--- src/hdl/isa_pkg.sv ---
`default_nettype none

package isa_pkg;

    localparam int INSTR_W    = 32;
    localparam int REG_ADDR_W = 5;

    // Primary opcode, bits 31:26
    typedef enum logic [5:0] {
        OP_SPECIAL  = 6'b000000,
        OP_REGIMM   = 6'b000001,
        OP_J        = 6'b000010,
        OP_JAL      = 6'b000011,
        OP_BEQ      = 6'b000100,
        OP_BNE      = 6'b000101,
        OP_BLEZ     = 6'b000110,
        OP_BGTZ     = 6'b000111,
        OP_ADDI     = 6'b001000,
        OP_ADDIU    = 6'b001001,
        OP_SLTI     = 6'b001010,
        OP_SLTIU    = 6'b001011,
        OP_ANDI     = 6'b001100,
        OP_ORI      = 6'b001101,
        OP_XORI     = 6'b001110,
        OP_LUI      = 6'b001111,
        OP_SPECIAL2 = 6'b011100,
        OP_LB       = 6'b100000,
        OP_LH       = 6'b100001,
        OP_LW       = 6'b100011,
        OP_LBU      = 6'b100100,
        OP_LHU      = 6'b100101,
        OP_SB       = 6'b101000,
        OP_SH       = 6'b101001,
        OP_SW       = 6'b101011
    } opcode_e;

    // Function field under SPECIAL
    typedef enum logic [5:0] {
        FN_SLL  = 6'b000000, FN_SRL   = 6'b000010, FN_SRA     = 6'b000011,
        FN_SLLV = 6'b000100, FN_SRLV  = 6'b000110, FN_SRAV    = 6'b000111,
        FN_JR   = 6'b001000, FN_JALR  = 6'b001001,
        FN_SYSCALL = 6'b001100, FN_BREAK = 6'b001101, FN_SYNC = 6'b001111,
        FN_MFHI = 6'b010000, FN_MTHI  = 6'b010001,
        FN_MFLO = 6'b010010, FN_MTLO  = 6'b010011,
        FN_MULT = 6'b011000, FN_MULTU = 6'b011001,
        FN_DIV  = 6'b011010, FN_DIVU  = 6'b011011,
        FN_ADD  = 6'b100000, FN_ADDU  = 6'b100001,
        FN_SUB  = 6'b100010, FN_SUBU  = 6'b100011,
        FN_AND  = 6'b100100, FN_OR    = 6'b100101,
        FN_XOR  = 6'b100110, FN_NOR   = 6'b100111,
        FN_SLT  = 6'b101010, FN_SLTU  = 6'b101011
    } funct_e;

    // Function field under SPECIAL2
    typedef enum logic [5:0] {
        F2_MADD  = 6'b000000,
        F2_MADDU = 6'b000001,
        F2_MUL   = 6'b000010,
        F2_MSUB  = 6'b000100,
        F2_MSUBU = 6'b000101
    } funct2_e;

    // Branch kind carried in rt under REGIMM
    typedef enum logic [REG_ADDR_W-1:0] {
        RI_BLTZ   = 5'b00000,
        RI_BGEZ   = 5'b00001,
        RI_BLTZAL = 5'b10000,
        RI_BGEZAL = 5'b10001
    } regimm_e;

    // Immediate is {rd, shamt, funct}; jump target is everything below op
    typedef struct packed {
        opcode_e               op;
        logic [REG_ADDR_W-1:0] rs;
        logic [REG_ADDR_W-1:0] rt;
        logic [REG_ADDR_W-1:0] rd;
        logic [4:0]            shamt;
        logic [5:0]            funct;
    } instr_t;

endpackage

`default_nettype wire

--- src/hdl/ctrl_pkg.sv ---
`default_nettype none

package ctrl_pkg;

    typedef enum logic [2:0] {
        ALU_ADD = 3'd0, ALU_SUB = 3'd1, ALU_SLT = 3'd2, ALU_SLTU = 3'd3,
        ALU_AND = 3'd4, ALU_NOR = 3'd5, ALU_OR  = 3'd6, ALU_XOR  = 3'd7
    } alu_func_e;

    typedef enum logic [1:0] {
        SFT_LUI = 2'd0, SFT_SLL = 2'd1, SFT_SRA = 2'd2, SFT_SRL = 2'd3
    } sft_func_e;

    // Five sources, so three bits
    typedef enum logic [2:0] {
        OUT_ALU = 3'd0, OUT_SHIFT = 3'd1, OUT_HI = 3'd2, OUT_LO = 3'd3, OUT_MUL = 3'd4
    } out_sel_e;

    typedef enum logic [1:0] {
        REGDST_RT = 2'd0, REGDST_RD = 2'd1, REGDST_RA = 2'd2
    } regdst_e;

    typedef enum logic [2:0] {
        BR_BEQ  = 3'd0, BR_BNE  = 3'd1, BR_BGEZ   = 3'd2, BR_BGTZ   = 3'd3,
        BR_BLEZ = 3'd4, BR_BLTZ = 3'd5, BR_BGEZAL = 3'd6, BR_BLTZAL = 3'd7
    } branch_e;

    typedef enum logic [1:0] {
        JMP_J = 2'd0, JMP_JR = 2'd1, JMP_JAL = 2'd2, JMP_JALR = 2'd3
    } jump_e;

    typedef enum logic [1:0] {
        SIZE_BYTE = 2'd0, SIZE_HALF = 2'd1, SIZE_WORD = 2'd2
    } mem_size_e;

    typedef enum logic [1:0] {
        HILO_MULDIV = 2'd0, HILO_DIV = 2'd1, HILO_REG = 2'd2
    } hilo_sel_e;

    typedef enum logic [1:0] {
        MUL_PLAIN = 2'd0, MUL_ACC_ADD = 2'd1, MUL_ACC_SUB = 2'd2
    } mul_mode_e;

    typedef struct packed {
        logic    regwrite;
        regdst_e regdst;
    } wb_ctrl_t;

    typedef struct packed {
        alu_func_e alu_func;
        sft_func_e sft_func;
        out_sel_e  out_sel;
        logic      alu_srcb_sel_rt;
        logic      sft_srcb_sel_rs;
        logic      sft_srca_sel_imm;
        logic      imm_sign;
        logic      intovf_en;
    } arith_ctrl_t;

    typedef struct packed {
        logic    isbranch;
        branch_e branch;
        logic    isjump;
        jump_e   jump;
        logic    link;
        logic    mips_break;
        logic    syscall;
    } flow_ctrl_t;

    typedef struct packed {
        logic      memreq;
        logic      memwr;
        mem_size_e size;
        logic      rdata_sign;
        logic      memtoreg;
    } mem_ctrl_t;

    typedef struct packed {
        logic      mul_en;
        logic      mul_sign;
        mul_mode_e mul_mode;
        logic      div_en;
        logic      div_sign;
        hilo_sel_e hi_sel;
        hilo_sel_e lo_sel;
        logic      hi_wen;
        logic      lo_wen;
    } muldiv_ctrl_t;

    typedef struct packed {
        arith_ctrl_t  arith;
        flow_ctrl_t   flow;
        mem_ctrl_t    mem;
        muldiv_ctrl_t muldiv;
        wb_ctrl_t     wb;
        logic         reserved_instr;
    } dstage_t;

endpackage

`default_nettype wire

--- src/hdl/arith_decoder.sv ---
`timescale 1ns/1ps
`default_nettype none

module arith_decoder
    import isa_pkg::*, ctrl_pkg::*;
(
    input  instr_t      dinstr,
    output arith_ctrl_t arith,
    output wb_ctrl_t    wb,
    output logic        claim
);

always_comb
begin
    arith = '0;
    wb    = '0;
    claim = 1'b0;
    unique case (dinstr.op)
        OP_SPECIAL:
        begin
            claim = 1'b1;
            wb    = '{regwrite: 1'b1, regdst: REGDST_RD};
            unique case (dinstr.funct)
                FN_ADD, FN_ADDU:  arith.alu_func = ALU_ADD;
                FN_SUB, FN_SUBU:  arith.alu_func = ALU_SUB;
                FN_SLT:           arith.alu_func = ALU_SLT;
                FN_SLTU:          arith.alu_func = ALU_SLTU;
                FN_AND:           arith.alu_func = ALU_AND;
                FN_NOR:           arith.alu_func = ALU_NOR;
                FN_OR:            arith.alu_func = ALU_OR;
                FN_XOR:           arith.alu_func = ALU_XOR;
                FN_SLL, FN_SLLV:  arith.sft_func = SFT_SLL;
                FN_SRA, FN_SRAV:  arith.sft_func = SFT_SRA;
                FN_SRL, FN_SRLV:  arith.sft_func = SFT_SRL;
                FN_MFHI:          arith.out_sel  = OUT_HI;
                FN_MFLO:          arith.out_sel  = OUT_LO;
                FN_MTHI, FN_MTLO: wb             = '0;  // HI/LO write from muldiv
                default:
                begin
                    claim = 1'b0;
                    wb    = '0;
                end
            endcase
            if (dinstr.funct inside {FN_SLL, FN_SRA, FN_SRL, FN_SLLV, FN_SRAV, FN_SRLV})
                arith.out_sel = OUT_SHIFT;
            arith.sft_srcb_sel_rs = dinstr.funct inside {FN_SLLV, FN_SRAV, FN_SRLV};
            // Only register-register ALU ops take rt as operand b
            arith.alu_srcb_sel_rt = claim && wb.regwrite && (arith.out_sel == OUT_ALU);
            arith.intovf_en       = dinstr.funct inside {FN_ADD, FN_SUB};
        end
        OP_ADDI, OP_ADDIU, OP_SLTI, OP_SLTIU, OP_ANDI, OP_ORI, OP_XORI, OP_LUI:
        begin
            claim = 1'b1;
            wb    = '{regwrite: 1'b1, regdst: REGDST_RT};
            unique case (dinstr.op)
                OP_SLTI:  arith.alu_func = ALU_SLT;
                OP_SLTIU: arith.alu_func = ALU_SLTU;
                OP_ANDI:  arith.alu_func = ALU_AND;
                OP_ORI:   arith.alu_func = ALU_OR;
                OP_XORI:  arith.alu_func = ALU_XOR;
                OP_LUI:
                begin
                    arith.out_sel          = OUT_SHIFT;
                    arith.sft_func         = SFT_LUI;
                    arith.sft_srca_sel_imm = 1'b1;  // Imm shifted into upper half
                end
                default:  arith.alu_func = ALU_ADD;  // ADDI, ADDIU
            endcase
            // Logical immediates stay zero extended
            arith.imm_sign  = dinstr.op inside {OP_ADDI, OP_ADDIU, OP_SLTI, OP_SLTIU};
            arith.intovf_en = (dinstr.op == OP_ADDI);
        end
        default: claim = 1'b0;
    endcase
end

endmodule

`default_nettype wire

--- src/hdl/flow_decoder.sv ---
`timescale 1ns/1ps
`default_nettype none

module flow_decoder
    import isa_pkg::*, ctrl_pkg::*;
(
    input  instr_t     dinstr,
    output flow_ctrl_t flow,
    output wb_ctrl_t   wb,
    output logic       claim
);

always_comb
begin
    flow  = '0;
    wb    = '0;
    claim = 1'b1;
    unique case (dinstr.op)
        OP_BEQ:  flow.branch = BR_BEQ;
        OP_BNE:  flow.branch = BR_BNE;
        OP_BGTZ: flow.branch = BR_BGTZ;
        OP_BLEZ: flow.branch = BR_BLEZ;
        OP_REGIMM:
        begin
            unique case (dinstr.rt)
                RI_BGEZ:   flow.branch = BR_BGEZ;
                RI_BLTZ:   flow.branch = BR_BLTZ;
                RI_BGEZAL: flow.branch = BR_BGEZAL;
                RI_BLTZAL: flow.branch = BR_BLTZAL;
                default:   claim       = 1'b0;
            endcase
        end
        OP_J:    flow.jump = JMP_J;
        OP_JAL:  flow.jump = JMP_JAL;
        OP_SPECIAL:
        begin
            unique case (dinstr.funct)
                FN_JR:      flow.jump       = JMP_JR;
                FN_JALR:    flow.jump       = JMP_JALR;
                FN_BREAK:   flow.mips_break = 1'b1;
                FN_SYSCALL: flow.syscall    = 1'b1;
                FN_SYNC:    ;  // Plain no-op
                default:    claim           = 1'b0;
            endcase
        end
        default: claim = 1'b0;
    endcase

    if (claim)
    begin
        flow.isbranch = dinstr.op inside {OP_BEQ, OP_BNE, OP_BGTZ, OP_BLEZ, OP_REGIMM};
        flow.isjump   = dinstr.op inside {OP_J, OP_JAL}
                        || (dinstr.op == OP_SPECIAL && dinstr.funct inside {FN_JR, FN_JALR});
        flow.link     = (flow.isbranch && flow.branch inside {BR_BGEZAL, BR_BLTZAL})
                        || (flow.isjump && flow.jump inside {JMP_JAL, JMP_JALR});
    end

    // Return address goes to $ra, except JALR names its own rd
    if (flow.link)
    begin
        wb.regwrite = 1'b1;
        wb.regdst   = (flow.isjump && flow.jump == JMP_JALR) ? REGDST_RD : REGDST_RA;
    end
end

endmodule

`default_nettype wire

--- src/hdl/mem_decoder.sv ---
`timescale 1ns/1ps
`default_nettype none

module mem_decoder
    import isa_pkg::*, ctrl_pkg::*;
(
    input  instr_t    dinstr,
    output mem_ctrl_t mem,
    output wb_ctrl_t  wb,
    output logic      claim
);

always_comb
begin
    mem   = '0;
    wb    = '0;
    claim = 1'b1;
    unique case (dinstr.op)
        OP_LB, OP_LBU, OP_SB: mem.size = SIZE_BYTE;
        OP_LH, OP_LHU, OP_SH: mem.size = SIZE_HALF;
        OP_LW, OP_SW:         mem.size = SIZE_WORD;
        default:              claim    = 1'b0;
    endcase

    mem.memreq     = claim;
    mem.memwr      = dinstr.op inside {OP_SB, OP_SH, OP_SW};
    mem.rdata_sign = dinstr.op inside {OP_LB, OP_LH, OP_LW};  // Sign extend load data
    mem.memtoreg   = claim && !mem.memwr;

    // Loads write rt
    wb.regwrite = mem.memtoreg;
    wb.regdst   = REGDST_RT;
end

endmodule

`default_nettype wire

--- src/hdl/muldiv_decoder.sv ---
`timescale 1ns/1ps
`default_nettype none

module muldiv_decoder
    import isa_pkg::*, ctrl_pkg::*;
(
    input  instr_t       dinstr,
    output muldiv_ctrl_t muldiv,
    output logic         arith_mul,
    output wb_ctrl_t     wb,
    output logic         claim
);

always_comb
begin
    muldiv    = '0;
    arith_mul = 1'b0;
    wb        = '0;
    claim     = 1'b1;
    unique case (dinstr.op)
        OP_SPECIAL:
        begin
            unique case (dinstr.funct)
                FN_MULT, FN_MULTU:
                begin
                    muldiv.mul_en   = 1'b1;
                    muldiv.mul_sign = (dinstr.funct == FN_MULT);
                    muldiv.hi_wen   = 1'b1;
                    muldiv.lo_wen   = 1'b1;
                end
                FN_DIV, FN_DIVU:
                begin
                    muldiv.div_en   = 1'b1;
                    muldiv.div_sign = (dinstr.funct == FN_DIV);
                    muldiv.hi_sel   = HILO_DIV;
                    muldiv.lo_sel   = HILO_DIV;
                    muldiv.hi_wen   = 1'b1;
                    muldiv.lo_wen   = 1'b1;
                end
                // Word itself is claimed by arith_decoder
                FN_MTHI:
                begin
                    muldiv.hi_sel = HILO_REG;
                    muldiv.hi_wen = 1'b1;
                    claim         = 1'b0;
                end
                FN_MTLO:
                begin
                    muldiv.lo_sel = HILO_REG;
                    muldiv.lo_wen = 1'b1;
                    claim         = 1'b0;
                end
                default: claim = 1'b0;
            endcase
        end
        OP_SPECIAL2:
        begin
            unique case (dinstr.funct)
                F2_MUL:
                begin
                    arith_mul = 1'b1;  // Low word to rd, HI/LO untouched
                    wb        = '{regwrite: 1'b1, regdst: REGDST_RD};
                end
                F2_MADD, F2_MADDU: muldiv.mul_mode = MUL_ACC_ADD;
                F2_MSUB, F2_MSUBU: muldiv.mul_mode = MUL_ACC_SUB;
                default:           claim           = 1'b0;
            endcase
            if (claim)
            begin
                muldiv.mul_en   = 1'b1;
                muldiv.mul_sign = dinstr.funct inside {F2_MUL, F2_MADD, F2_MSUB};
                muldiv.hi_wen   = !arith_mul;
                muldiv.lo_wen   = !arith_mul;
            end
        end
        default: claim = 1'b0;
    endcase
end

endmodule

`default_nettype wire

--- src/hdl/instr_decoder.sv ---
`timescale 1ns/1ps
`default_nettype none

module instr_decoder
    import isa_pkg::*, ctrl_pkg::*;
(
    input  logic    clk,
    input  logic    arst_n,
    input  instr_t  dinstr,
    input  logic    stall,
    input  logic    flush,
    output dstage_t dstage
);

arith_ctrl_t  arith_a;
arith_ctrl_t  arith_mem;
arith_ctrl_t  arith_md;
flow_ctrl_t   flow;
mem_ctrl_t    mem;
muldiv_ctrl_t muldiv;
logic         arith_mul;
wb_ctrl_t     wb_a;
wb_ctrl_t     wb_f;
wb_ctrl_t     wb_m;
wb_ctrl_t     wb_md;
logic         claim_a;
logic         claim_f;
logic         claim_m;
logic         claim_md;
dstage_t      decoded;

arith_decoder u_arith (
    .dinstr (dinstr),
    .arith  (arith_a),
    .wb     (wb_a),
    .claim  (claim_a)
);

flow_decoder u_flow (
    .dinstr (dinstr),
    .flow   (flow),
    .wb     (wb_f),
    .claim  (claim_f)
);

mem_decoder u_mem (
    .dinstr (dinstr),
    .mem    (mem),
    .wb     (wb_m),
    .claim  (claim_m)
);

muldiv_decoder u_muldiv (
    .dinstr    (dinstr),
    .muldiv    (muldiv),
    .arith_mul (arith_mul),
    .wb        (wb_md),
    .claim     (claim_md)
);

// Arithmetic needs of words owned by other decoders
always_comb
begin
    arith_mem          = '0;
    arith_mem.alu_func = ALU_ADD;  // Base plus offset
    arith_mem.imm_sign = mem.memreq;
    arith_md           = '0;
    arith_md.out_sel   = arith_mul ? OUT_MUL : OUT_ALU;
end

// Unclaimed groups are all zero, so OR merges them
always_comb
begin
    decoded.arith          = arith_ctrl_t'(arith_a | arith_mem | arith_md);
    decoded.flow           = flow;
    decoded.mem            = mem;
    decoded.muldiv         = muldiv;
    decoded.wb             = wb_ctrl_t'(wb_a | wb_f | wb_m | wb_md);
    decoded.reserved_instr = !(claim_a || claim_f || claim_m || claim_md);
end

always_ff @(posedge clk or negedge arst_n)
begin
    if (!arst_n)
        dstage <= '0;
    else if (!stall)  // Stall holds, even over flush
    begin
        if (flush)
            dstage <= '0;  // Bubble
        else
            dstage <= decoded;
    end
end

endmodule

`default_nettype wire

--- config.mk ---
export PLATFORM = sky130hd
export DESIGN_NAME = instr_decoder
export DESIGN_NICKNAME = d
export VERILOG_FILES = /design/src/hdl/isa_pkg.sv /design/src/hdl/ctrl_pkg.sv /design/src/hdl/arith_decoder.sv /design/src/hdl/flow_decoder.sv /design/src/hdl/mem_decoder.sv /design/src/hdl/muldiv_decoder.sv /design/src/hdl/instr_decoder.sv
export SDC_FILE = /design/constraint.sdc
export NUM_CORES = 1
export LEC_CHECK = 0
export ABC_AREA = 1
export BUFFER_PORTS_ARGS = -buffer_cell sky130_fd_sc_hd__buf_4
export CAP_MARGIN = 0
export CORE_MARGIN = 3
export CORE_UTILIZATION = 40
export DETAILED_ROUTE_END_ITERATION = 6
export PLACE_DENSITY = 0.71
export SYNTH_ARGS = -nofsm -noshare
export SYNTH_HDL_FRONTEND = slang
export SYNTH_SLANG_ARGS = --single-unit
export TNS_END_PERCENT = 1
--- constraint.sdc ---
create_clock -name clk -period 1.9 [get_ports clk]
set_input_delay 0.38 -clock clk [delete_from_list [all_inputs] [get_ports clk]]
set_output_delay 0.38 -clock clk [all_outputs]
set_load 0.05 [all_outputs]
**After elaboration in Yosys (flattened, before gate mapping)**

Index checks and enable logic that the tools add are counted.

- Bits in read-only memories: 0
- Memory bits (writable): 0
- Memories kept: 0
- Flip-flop bits (word level): 45
- Latch bits: 0

- $add $sub $neg: 0
- Multiplexer cells: 59
- Div/mod/pow operators: 0
- Reduce and logical (&&, ||, !) cells: 52
- Order comparisons: 0
- Shift-type cells: 0
- Bitwise logic cells: 5
- Eq/ne operators: 61
- Multipliers: 0

Operator list:

| kind | count |
|---|---|
| 6-bit equality test (second input constant) | 18 |
| 6-bit by 4-bit equality test with 1-bit output (second input constant) | 13 |
| 6-bit by 5-bit equality test with 1-bit output (second input constant) | 9 |
| 6-bit by 3-bit equality test with 1-bit output (second input constant) | 8 |
| 45-bit two-way mux | 1 |
| 2-bit case mux with 2 select lines | 9 |
| 6-bit by 2-bit equality test with 1-bit output (second input constant) | 4 |
| 3-bit two-way mux | 8 |
| 3-bit case mux with 4 select lines | 2 |
| 3-bit case mux with 7 select lines | 1 |
| 1-bit two-way mux | 20 |
| 20-bit OR reduction | 1 |
| 5-bit OR reduction | 4 |
| 2-bit two-way mux | 9 |
| 18-bit OR reduction | 1 |
| 2-bit OR reduction | 9 |
| 8-bit case mux with 2 select lines | 1 |
| 8-bit OR reduction | 2 |
| 3-bit case mux with 5 select lines | 1 |
| 13-bit by 2-bit OR with 13-bit output | 1 |
| 13-bit by 8-bit OR with 13-bit output | 1 |
| 6-bit by 1-bit equality test with 1-bit output (second input constant) | 2 |
| 6-bit zero test | 2 |
| 3-bit nonzero test | 4 |
| other kinds (22) | 46 |

**Longest topological paths before layout**

Gate-level depths: netlist of run 1.

- Word-level depth: 13
- Gate-level depth with buffers: 10
- Mapped depth without buffers: 10

**Modules after synthesis**

From an unflattened synthesis of run 1, not the netlist that was laid out.

- Cell total of the unflattened synthesis: 435
- Area total of the unflattened synthesis: 2,962.8 sq um

By module, submodules not included:

| module | cells an instance | instances | area an instance (sq um) | seq. area each (sq um) |
|---|---|---|---|---|
| instr_decoder | 201 | 1 | 1,770.4 | 1,126.1 |
| arith_decoder | 76 | 1 | 366.6 | 0.0 |
| flow_decoder | 58 | 1 | 337.8 | 0.0 |
| muldiv_decoder | 68 | 1 | 312.8 | 0.0 |
| mem_decoder | 32 | 1 | 175.2 | 0.0 |

**Least setup slack after synthesis of run 1**

No wires, ideal clock.

- Path type: in2reg
- Start: in dinstr[0] in the netlist's numbering
- End: reg dstage[3] in the netlist's numbering
- Buffers on the path: 1
- Data arrival time: 1.243 ns
- Setup slack: 0.536 ns
- Stages on the path: 9
- Path through: clkbuf_2 > o21ai_0 > nor2_1 > nor2_2 > nand3_1 > nand2_1 > nand3_1 > nand2_1 > nand2_1

- Cells in the longest elaborated chain, start to end: 13

RTL lines:

| element | RTL line | text |
|---|---|---|
| start, declared | instr_decoder.sv:9 | `input instr_t dinstr,` |
| 6-bit by 4-bit equality test with 1-bit output | flow_decoder.sv:37, flow_decoder.sv:53 |  |
| 2-bit case mux with 2 select lines | flow_decoder.sv:37 | `unique case (dinstr.funct)` |
| 2-bit case mux with 2 select lines | flow_decoder.sv:18 | `unique case (dinstr.op)` |
| 2-bit equality test | flow_decoder.sv:55 | `\|\| (flow.isjump && flow.jump inside {JMP_JAL, JMP_JALR});` |
| 2-bit nonzero test | flow_decoder.sv:55 |  |
| 1-bit logical AND | flow_decoder.sv:55 |  |
| 1-bit logical OR | flow_decoder.sv:55 |  |
| 1-bit two-way mux | flow_decoder.sv:49 | `if (claim)` |
| 3-bit two-way mux | flow_decoder.sv:59 | `if (flow.link)` |
| 3-bit OR (2 in series) | instr_decoder.sv:78 | `decoded.wb = wb_ctrl_t'(wb_a \| wb_f \| wb_m \| wb_md);` |
| 3-bit OR (*) | instr_decoder.sv:78 |  |
| 45-bit two-way mux (*) | instr_decoder.sv:88 | `if (flush)` |
| end signal, assigned | instr_decoder.sv:91 | `dstage <= decoded;` |
| end, declared | instr_decoder.sv:12 | `output dstage_t dstage` |

Every way passes the cells marked *; elsewhere a longest branch is shown, timed or not. The select of a mux whose other input is x is not followed.
A chain may end at the register's enable or synchronous reset.

**Worst setup path after layout of run 1**

- Start: in dinstr[31] in the netlist's numbering
- End: reg dstage[0] in the netlist's numbering

- Cells in the longest elaborated chain, start to end: 8

RTL lines:

| element | RTL line | text |
|---|---|---|
| 6-bit by 4-bit equality test with 1-bit output (tied with other cells) | arith_decoder.sv:18 | `unique case (dinstr.op)` |
| 8-bit OR reduction / 6-bit OR reduction (equally long branches) | - |  |
| 1-bit case mux with 2 select lines / 1-bit case mux with 3 select lines (equally long branches) | arith_decoder.sv:18, flow_decoder.sv:18 |  |
| 1-bit logical OR (2 in series) | instr_decoder.sv:79 | `decoded.reserved_instr = !(claim_a \|\| claim_f \|\| claim_m \|\| claim_md);` |
| 1-bit logical OR (*) | instr_decoder.sv:79 |  |
| 1-bit zero test (*) | instr_decoder.sv:79 |  |
| 45-bit two-way mux (*) | instr_decoder.sv:88 |  |

Every way passes the cells marked *; elsewhere a longest branch is shown, timed or not.

==> impl_metrics.toml, run 1 <==
[status]
status = "completed"

[worst_setup_path]
critPathArrivalTime_ns = 1.55
start_kind = "primary input"
crit_type = "in -> reg"
critPathMaxFanout = 7
r2r-end = "dstage[3]"
crit_slowest_cell = "nor3_2"
worstPathRequired_ns = 2.10
path_buf_inv = 1
end_kind = "register"
reg2regPathDepth = 4
r2r_setup_slack_ns = 1.10
cp_slowest_stage_delay_ns = 0.24
cp_top_family = "simple AND/OR/NAND/NOR gates"
r2r_start = "dstage[3]"
crit_chain = "buf_4 > nor2_4 > nand3_2 > nor3_2 > nor2_2 > and2_1 > nand3_1 > nand2_1"

[pwr]
p_per_area_nw_per_um2 = 589.8
ir_worst_vdd_uv = 266.6
power_frac_clock_pct = 31.2
p_comb_share_pct = 15.7
swShare_pct = 28.45
pwr-share-seq_pct = 53.1
switchingPower_w = 0.0005222
p_int_w = 0.001313
p_total_w = 0.001835
power.leakage_nw = 1.657

[final_layout]
layout_commonest_cell = "nand2_1"
multi_input_area_um2 = 1182
regMostFlops = "dstage"
area_growth_pct = 26.37
fin_cells = 446
final_nets = 409
largest_register_ffs = 45
drive_gt1_share_pct = 27.54
reg_top3 = "dstage: 45 flops"
fillerInstances = 565
antennaDiodeCount = 0
layout.core_utilization_pct = 54.18
regArea_um2 = 1126
layout_common_cells = "nand2_1 (86), buf_4 (68), dfrtp_1 (45), inv_1 (26), nand3_1 (22)"

[floorplanning]
die-width_um = 84.46
die_h_um = 84.46
coreArea_um2 = 5743
design.die.area_um2 = 7133
ios = 81
rows = 27
start_util_pct = 42.88

[clock_network]
ctsHoldBuffers = 0
numCtsBuffers = 5
cts-resized-gates = 0
clockBufferDepth = 2
cts_htree_levels = 2
cts_tree = "done"
clock-sinks = 45
root_buffer = "clkbuf_8"
post_cts_buffers = 0
clkTransAtPathRegs_ns = 0.08
insertion_delay_ns = 0.30

[timing]
clock_skew_ns = 0
fin_crit_sh_pct = 71.08
setup_violations = 0
hold_violations = 0
setup_tns_ns = 0
rsz0062_at_grt = "false"
clock.fmax_mhz = 740.5
period_minus_slack_ns = 1.350
worst_pin_slew_ns = 0.5578
final_max_slew_viol_count = 0
slew-limit-headroom_pct = 62.82

[placed_design]
gp_congestion = 0.8821
dp.cells = 438
hpwl_um = 5088
io_buffer_count = 65

[detailed_routing]
vias = 2331
via_per_inst = 5.226
remaining_drc_errors = 0
final_antenna_net_count = 0
wl_um = 6705
first_pass_iters = 4
drtIter0Drc = 173
drt-wirelength-per-cell_um = 15.03

[yosys]
syn_avg_cell_area_um2 = 8.047
synthXorXnorAreaFrac_pct = 0
synth-seq-area-share_pct = 45.73
synthAdderAreaFrac_pct = 0
yosysTopAreaCell = "dfrtp_1"
ys_warn_count = 0
synthesis.instances = 306
synth.area.mux_share_pct = 0
syn_nets = 342
synth_simple_gate_area_share_pct = 33.43
synth_compound_area_share_pct = 14.58
netlist.area_leader.share_pct = 45.73
syn-cell-area_um2 = 2462
ys_types = 32
ys_seq_elements = 45
synth_top_family_by_area = "simple AND/OR/NAND/NOR gates"
synth.area.top_cells = "dfrtp_1 (46%), nand2_1 (13%), nand3_1 (4.5%), nor2_4 (4.1%), inv_1 (4.0%)"

[global_route]
grt_max_degree = 47
globalRouteOverflowTotal = 0
grt_pass1_wl_um = 11040
grt_usage_pct = 19.24
grt_pass1_vias = 2218
antenna_found_initial = 0

[job]
drv_cap = 0

[worst_hold_path]
hold_class = "in -> async"
-- layout make-up --
type,instances,share of cell area [%]
sequential,45,36.19
inverter,32,3.941
timing repair buffer,68,16.41
multi-input combinational,221,38.00
clock buffer,8,2.573
tap,72,2.895
-- worst register-to-register path, stage by stage, from the launching register on --
cell	delay (ns)
dfrtp_1	0.39
nand2_1	0.07
inv_1	0.04
a21oi_1	0.12
nand2_1	0.08
-- synthesized netlist by cell type (all sizes together) --
cell    number
o211ai       3
clkbuf       8
inv         32
a21o         1
a21oi        6
a22oi        3
nor3        10
nand2       88
nand3       25
a31oi        3
nand4        4
o31ai        5
a22o         6
dfrtp       45
a32o         3
and2         1
nor2        35
o41ai        2
o21ai       24
or2          2
-- power groups by stage --
stage | registers [W] | logic (W) | clock network, W
after floorplan | 0.00103 | 0.000124 | 0
after global placement | 0.000994 | 0.000288 | 0
after detailed placement | 0.000994 | 0.000288 | 0
after CTS | 0.000975 | 0.000290 | 0.000593
after global routing | 0.000977 | 0.000314 | 0.000639
final | 0.000975 | 0.000288 | 0.000572
-- layer usage --
layer  share of wire [%]  GRT usage, %  wire length [µm]
met4                0.95         5.036                64
met5                   0             0                 0
met2                  46         28.62              3059
met3                 5.5         4.220               370
met1                  48         28.40              3211
-- stage by stage --
step / hold WS [ns] / area [µm²] / worst slack [ns]
2_1_floorplan: 0.08441 / 2462 / 0.5363
3_3_place_gp: 0.4101 / 3032 / 0.2457
3_5_place_dp: 0.4195 / 3032 / 0.2500
4_1_cts: 0.08998 / 3112 / 0.5598
5_1_grt: 0.1086 / 3112 / 0.3746
6_report: 0.06949 / 3112 / 0.5496
-- kinds of logic after synthesis --
family,Yosys count
DFF,45
AOI/OAI and AO/OA,56
and+or+nand+nor,165
buffers and inverters,40
-- worst max-delay path by stage --
stage	from	end	slack [ns]	depth (start not counted)
floorplan	dinstr[0]	dstage[3]	0.54	9
global placement	dinstr[31]	dstage[0]	0.25	8
detailed placement	dinstr[31]	dstage[0]	0.25	9
CTS	dinstr[31]	dstage[0]	0.56	8
global route	dinstr[31]	dstage[32]	0.37	6
finish	dinstr[31]	dstage[0]	0.55	8
Note: power is estimated with default switching activity, not from simulation.
==> run 2: changes to the inputs <==
- clock period: 1.9 -> 1.3 ns (I/O delays scaled with it)
==> run 2 against run 1 <==
  * Global-route usage increased by 1.6 points
  * Highest routed layer unchanged
  * Critical path depth increased by 1
  * Routed wire length increased by 9.2%
  * Clock power increased by 54%
  * Sequential power increased by 47%
  * Design area increased by 18%
==> impl_metrics.toml, run 2 (synthesized netlist as in run 1, its figures left out) <==
[worst_setup_path]
reg2regPathDepth = 2
crit_chain = "buf_4 > o21ai_0 > nor2_1 > nor2_2 > nand3_1 > nand2_1 > nand3_1 > nand2_1 > nand2_1"
worstPathRequired_ns = 1.49
crit_slowest_cell = "o21ai_0"
cp_slowest_stage_delay_ns = 0.21
r2r_setup_slack_ns = 0.50
cp_top_family = "simple AND/OR/NAND/NOR gates"
r2r-end = "dstage[44]"
critPathArrivalTime_ns = 1.39
crit_top_cell = "nand2_1"
start_kind = "primary input"
startpoint = "dinstr[0]"
path_buf_inv = 1
r2r_start = "dstage[44]"
critPathMaxFanout = 8
end_kind = "register"
crit_type = "in -> reg"

[global_route]
grt_usage_pct = 20.79
grt_pass1_vias = 2486
globalRouteOverflowTotal = 0
antenna_found_initial = 0
grt_max_degree = 47
grt_pass1_wl_um = 11960

[worst_hold_path]
min_to = "dstage[32]"
min_from = "flush"
worstHoldPathCells = 4
hold_class = "in -> reg"

[placed_design]
hpwl_um = 5762
postPlaceCellArea_um2 = 3577
gp_congestion = 0.8806
pre_cts_ws_ns = -0.2025
io_buffer_count = 65

[floorplanning]
coreArea_um2 = 5743
die_h_um = 84.46
start_util_pct = 42.88
design.die.area_um2 = 7133
rows = 27
ios = 81
die-width_um = 84.46

[timing]
clock.fmax_mhz = 834.4
worst_pin_slew_ns = 0.5618
slew-limit-headroom_pct = 62.55
rsz0062_at_grt = "false"
clock_skew_ns = 0
fin_crit_sh_pct = 92.19
hold_violations = 0
period_minus_slack_ns = 1.198
timing.final.ws_setup_ns = 0.1015
setup_violations = 0
final_max_slew_viol_count = 0

[clock_network]
clkTransAtPathRegs_ns = 0.08
insertion_delay_ns = 0.30
clock-sinks = 45
cts_htree_levels = 2
root_buffer = "clkbuf_8"
cts_tree = "done"
numCtsBuffers = 5
clockBufferDepth = 2

[detailed_routing]
vias = 2570
drt-wirelength-per-cell_um = 14.16
first_pass_iters = 4
drtIter0Drc = 152
final_antenna_net_count = 0
remaining_drc_errors = 0
wl_um = 7321
via_per_inst = 4.971

[pwr]
power.leakage_nw = 2.016
p_per_area_nw_per_um2 = 779.1
ir_worst_vdd_uv = 646.5

[final_layout]
fillerInstances = 524
stdcell_area_um2 = 3676
reg_top3 = "dstage: 45 flops"
area_growth_pct = 49.29
final_nets = 481
layout_common_cells = "buf_4 (138), nand2_1 (86), dfrtp_1 (45), inv_1 (26), nand3_1 (22)"
drive_gt1_share_pct = 39.55
largest_register_ffs = 45
antennaDiodeCount = 0
regMostFlops = "dstage"
layout.core_utilization_pct = 64.01
layout_commonest_cell = "buf_4"

[status]
status = "completed"

[job]
drv_cap = 0
## run 2: changes by cell type in the layout (fill, tap and decap cells not counted)
cell / change
nor2_2: +1
nor2_1: -1
clkbuf_1: -2
buf_12: +1
dlygate4sd3_1: +1
buf_4: +70
clkbuf_8: +1
## run 2: layout make-up
class | count | area (µm²) | share of cell area, %
clock buffer | 7 | 86.33 | 2.349
multi-input combinational | 221 | 1185 | 32.23
timing repair buffer | 140 | 1066 | 29.00
inverter | 32 | 122.6 | 3.336
tap | 72 | 90.09 | 2.451
sequential | 45 | 1126 | 30.63
## run 2: how the worst max path moves through the flow
stage                     slack (ns)   endpoint  cells past startpoint
after floorplan                 0.06  dstage[3]                      9
after global placement         -0.19  dstage[0]                      8
after detailed placement       -0.20  dstage[0]                      9
after CTS                       0.11  dstage[0]                      9
after global routing           0.001  dstage[4]                      9
final                           0.10  dstage[1]                      9
## run 2: worst register-to-register path, delay by kind of cell, from the launching register on
family             cells  cell delay, ns
DFF                    1            0.40
AOI/OAI and AO/OA      2            0.29
## run 2: stage by stage
step | setup TNS [ns] | hold WS [ns] | cells | power (W)
floorplan | 0 | -0.03559 | 306 | 0.001693
global placement | -2.162 | 0.2915 | 509 | 0.002002
detailed placement | -2.700 | 0.3003 | 509 | 0.002008
CTS | 0 | 0.2527 | 517 | 0.002888
global route | 0 | 0.2696 | 517 | 0.002992
finish | 0 | 0.2576 | 517 | 0.002864
## run 2: where the power goes
group | switching [W] | internal [W] | total, W
clock network | 0.000459 | 0.000422 | 0.000881
registers | 0.0000101 | 0.00141 | 0.00143
logic | 0.000328 | 0.000229 | 0.000558
## run 2: per-layer routing
layer / track usage, % / vias up / routed length (µm)
met3: 4.220 / 6 / 388
met5: 0 / - / 0
li1: - / 1311 / -
met1: 29.77 / 1189 / 3578
met2: 32.78 / 64 / 3289
met4: 4.317 / 0 / 65
## run 2: timing repair
| item | in CTS | in global routing |
|---|---|---|
| buffers inserted | 0 | 0 |
| setup endpoints to repair | 0 | 1 |
| resized for setup | 0 | 1 |
| endpoints found under the hold margin | 45 | 0 |
| hold buffers | 1 | 0 |
==> run 3: changes to the inputs <==
==> constraint.sdc (replaced) <==
create_clock -name clk -period 1.3 [get_ports clk]
set_input_delay 0.065 -clock clk [delete_from_list [all_inputs] [get_ports clk]]
set_output_delay 0.065 -clock clk [all_outputs]
set_load 0.05 [all_outputs]
==> run 3 against run 2 <==
  * Die area unchanged
  * Sequential share of layout area grew 3.8 points
  * Final cell count is 11% lower
  * Design area is 11% lower
  * Critical path depth is 1 lower
  * Combinational power down 20%
  * Maximum frequency grew 20%
  * Sequential cell count is the same
  * Sequential power is essentially flat
  * Worst setup slack better by 0.20 ns
  * Clock power is 41% higher
  * Largest power group unchanged
==> impl_metrics.toml, run 3 (synthesized netlist as in run 1, its figures left out) <==
[detailed_routing]
remaining_drc_errors = 0
first_pass_iters = 4
wl_um = 6876
vias = 2370
final_antenna_net_count = 0
via_per_inst = 5.152
drtIter0Drc = 193
drt-wirelength-per-cell_um = 14.95

[final_layout]
drive_gt1_share_pct = 30.67
area_growth_pct = 32.93
stdcell_area_um2 = 3273
layout_commonest_cell = "nand2_1"
final_nets = 423
layout.core_utilization_pct = 56.99
regMostFlops = "dstage"
fillerInstances = 555
antennaDiodeCount = 0
reg_top3 = "dstage: 45 flops"
layout_common_cells = "nand2_1 (86), buf_4 (81), dfrtp_1 (45), inv_1 (26), nand3_1 (22)"
largest_register_ffs = 45

[timing]
fin_crit_sh_pct = 76.78
clock_skew_ns = 0
clock.fmax_mhz = 1002
setup_violations = 0
final_max_slew_viol_count = 0
rsz0062_at_grt = "false"
period_minus_slack_ns = 0.9981
slew-limit-headroom_pct = 63.02
hold_violations = 0
worst_pin_slew_ns = 0.5547
setup_tns_ns = 0

[floorplanning]
design.die.area_um2 = 7133
start_util_pct = 42.88
coreArea_um2 = 5743
rows = 27
die-width_um = 84.46
ios = 81
die_h_um = 84.46

[clock_network]
clock-sinks = 45
cts-resized-gates = 0
root_buffer = "clkbuf_8"
cts_tree = "done"
cts_htree_levels = 2
numCtsBuffers = 5
insertion_delay_ns = 0.29
post_cts_buffers = 0
clockBufferDepth = 2
ctsHoldBuffers = 1
clkTransAtPathRegs_ns = 0.08

[worst_setup_path]
cp_top_family = "simple AND/OR/NAND/NOR gates"
path_buf_inv = 2
cp_slowest_stage_delay_ns = 0.21
worstPathRequired_ns = 1.54
critPathMaxFanout = 8
r2r_setup_slack_ns = 0.50
critPathArrivalTime_ns = 1.24
crit_slowest_cell = "nor2_4"
crit_type = "in -> reg"
end_kind = "register"
start_kind = "primary input"
crit_top_cell = "nand2_1"
crit_chain = "buf_4 > nor2_4 > inv_1 > nor3_1 > a21oi_1 > nand2_1 > nand3_1 > nand2_1"

[pwr]
switchingPower_w = 0.0007933
power.leakage_nw = 1.754
p_per_area_nw_per_um2 = 950.6
ir_worst_vdd_uv = 609.3
p_int_w = 0.002318
power_frac_clock_pct = 39.9
swShare_pct = 25.49
pwr-share-seq_pct = 45.8
p_comb_share_pct = 14.3

[global_route]
grt_pass1_vias = 2313
grt_usage_pct = 19.73
grt_pass1_wl_um = 11360
grt_max_degree = 47
antenna_found_initial = 0
globalRouteOverflowTotal = 0

[job]
drv_cap = 0

[placed_design]
postPlaceCellArea_um2 = 3129
io_buffer_count = 65
gp_congestion = 0.9156
hpwl_um = 5292

[status]
status = "completed"

[worst_hold_path]
hold_class = "in -> reg"
-- run 3: area by class of cell --
| class | count | area (µm²) | area share, % |
|---|---|---|---|
| timing repair buffer | 82 | 618.1 | 18.88 |
| sequential | 45 | 1126 | 34.40 |
| multi-input combinational | 221 | 1182 | 36.12 |
| clock inverter | 3 | 65.06 | 1.988 |
| clock buffer | 5 | 68.82 | 2.102 |
| tap | 72 | 90.09 | 2.752 |
| inverter | 32 | 122.6 | 3.746 |
-- run 3: layer usage --
layer	up-vias	global-route usage (%)	routed length, µm
met1	1106	28.26	3306
li1	1188	-	-
met4	0	3.741	61
met3	8	4.024	450
met2	68	31.28	3058
met5	-	0	0
-- run 3: power groups by stage --
stage | Sequential (W) | Combinational (W) | Clock [W]
4_1_cts | 0.00143 | 0.000447 | 0.00128
3_3_place_gp | 0.00145 | 0.000441 | 0
5_1_grt | 0.00143 | 0.000483 | 0.00134
6_report | 0.00143 | 0.000445 | 0.00124
3_5_place_dp | 0.00145 | 0.000444 | 0
2_1_floorplan | 0.00151 | 0.000181 | 0
-- run 3: worst reg2reg max path, cell delays in order (launching register included) --
cell and delay, ns:
dfrtp_1 0.40, a22oi_1 0.18, o21ai_0 0.11
-- run 3: final timing paths --
kind | startpoint | end | cells after the start
max reg2reg | dstage[44] | dstage[44] | 2
min reg2reg | dstage[23] | dstage[23] | 2
max in group asynchronous | arst_n | dstage[35] | 2
min | dinstr[28] | dstage[19] | 2
max | dinstr[5] | dstage[2] | 8
min in group asynchronous | arst_n | dstage[20] | 2
-- run 3: metrics by stage --
stage	setup WS (ns)	std cells	total power, W	hold slack [ns]
6_report	0.3019	460	0.003111	0.03467
5_1_grt	0.1929	460	0.003255	0.02564
4_1_cts	0.3245	460	0.003153	0.02027
3_5_place_dp	0.003738	451	0.001896	0.1079
3_3_place_gp	0.02589	451	0.001894	0.1003
2_1_floorplan	0.2513	306	0.001693	-0.2306
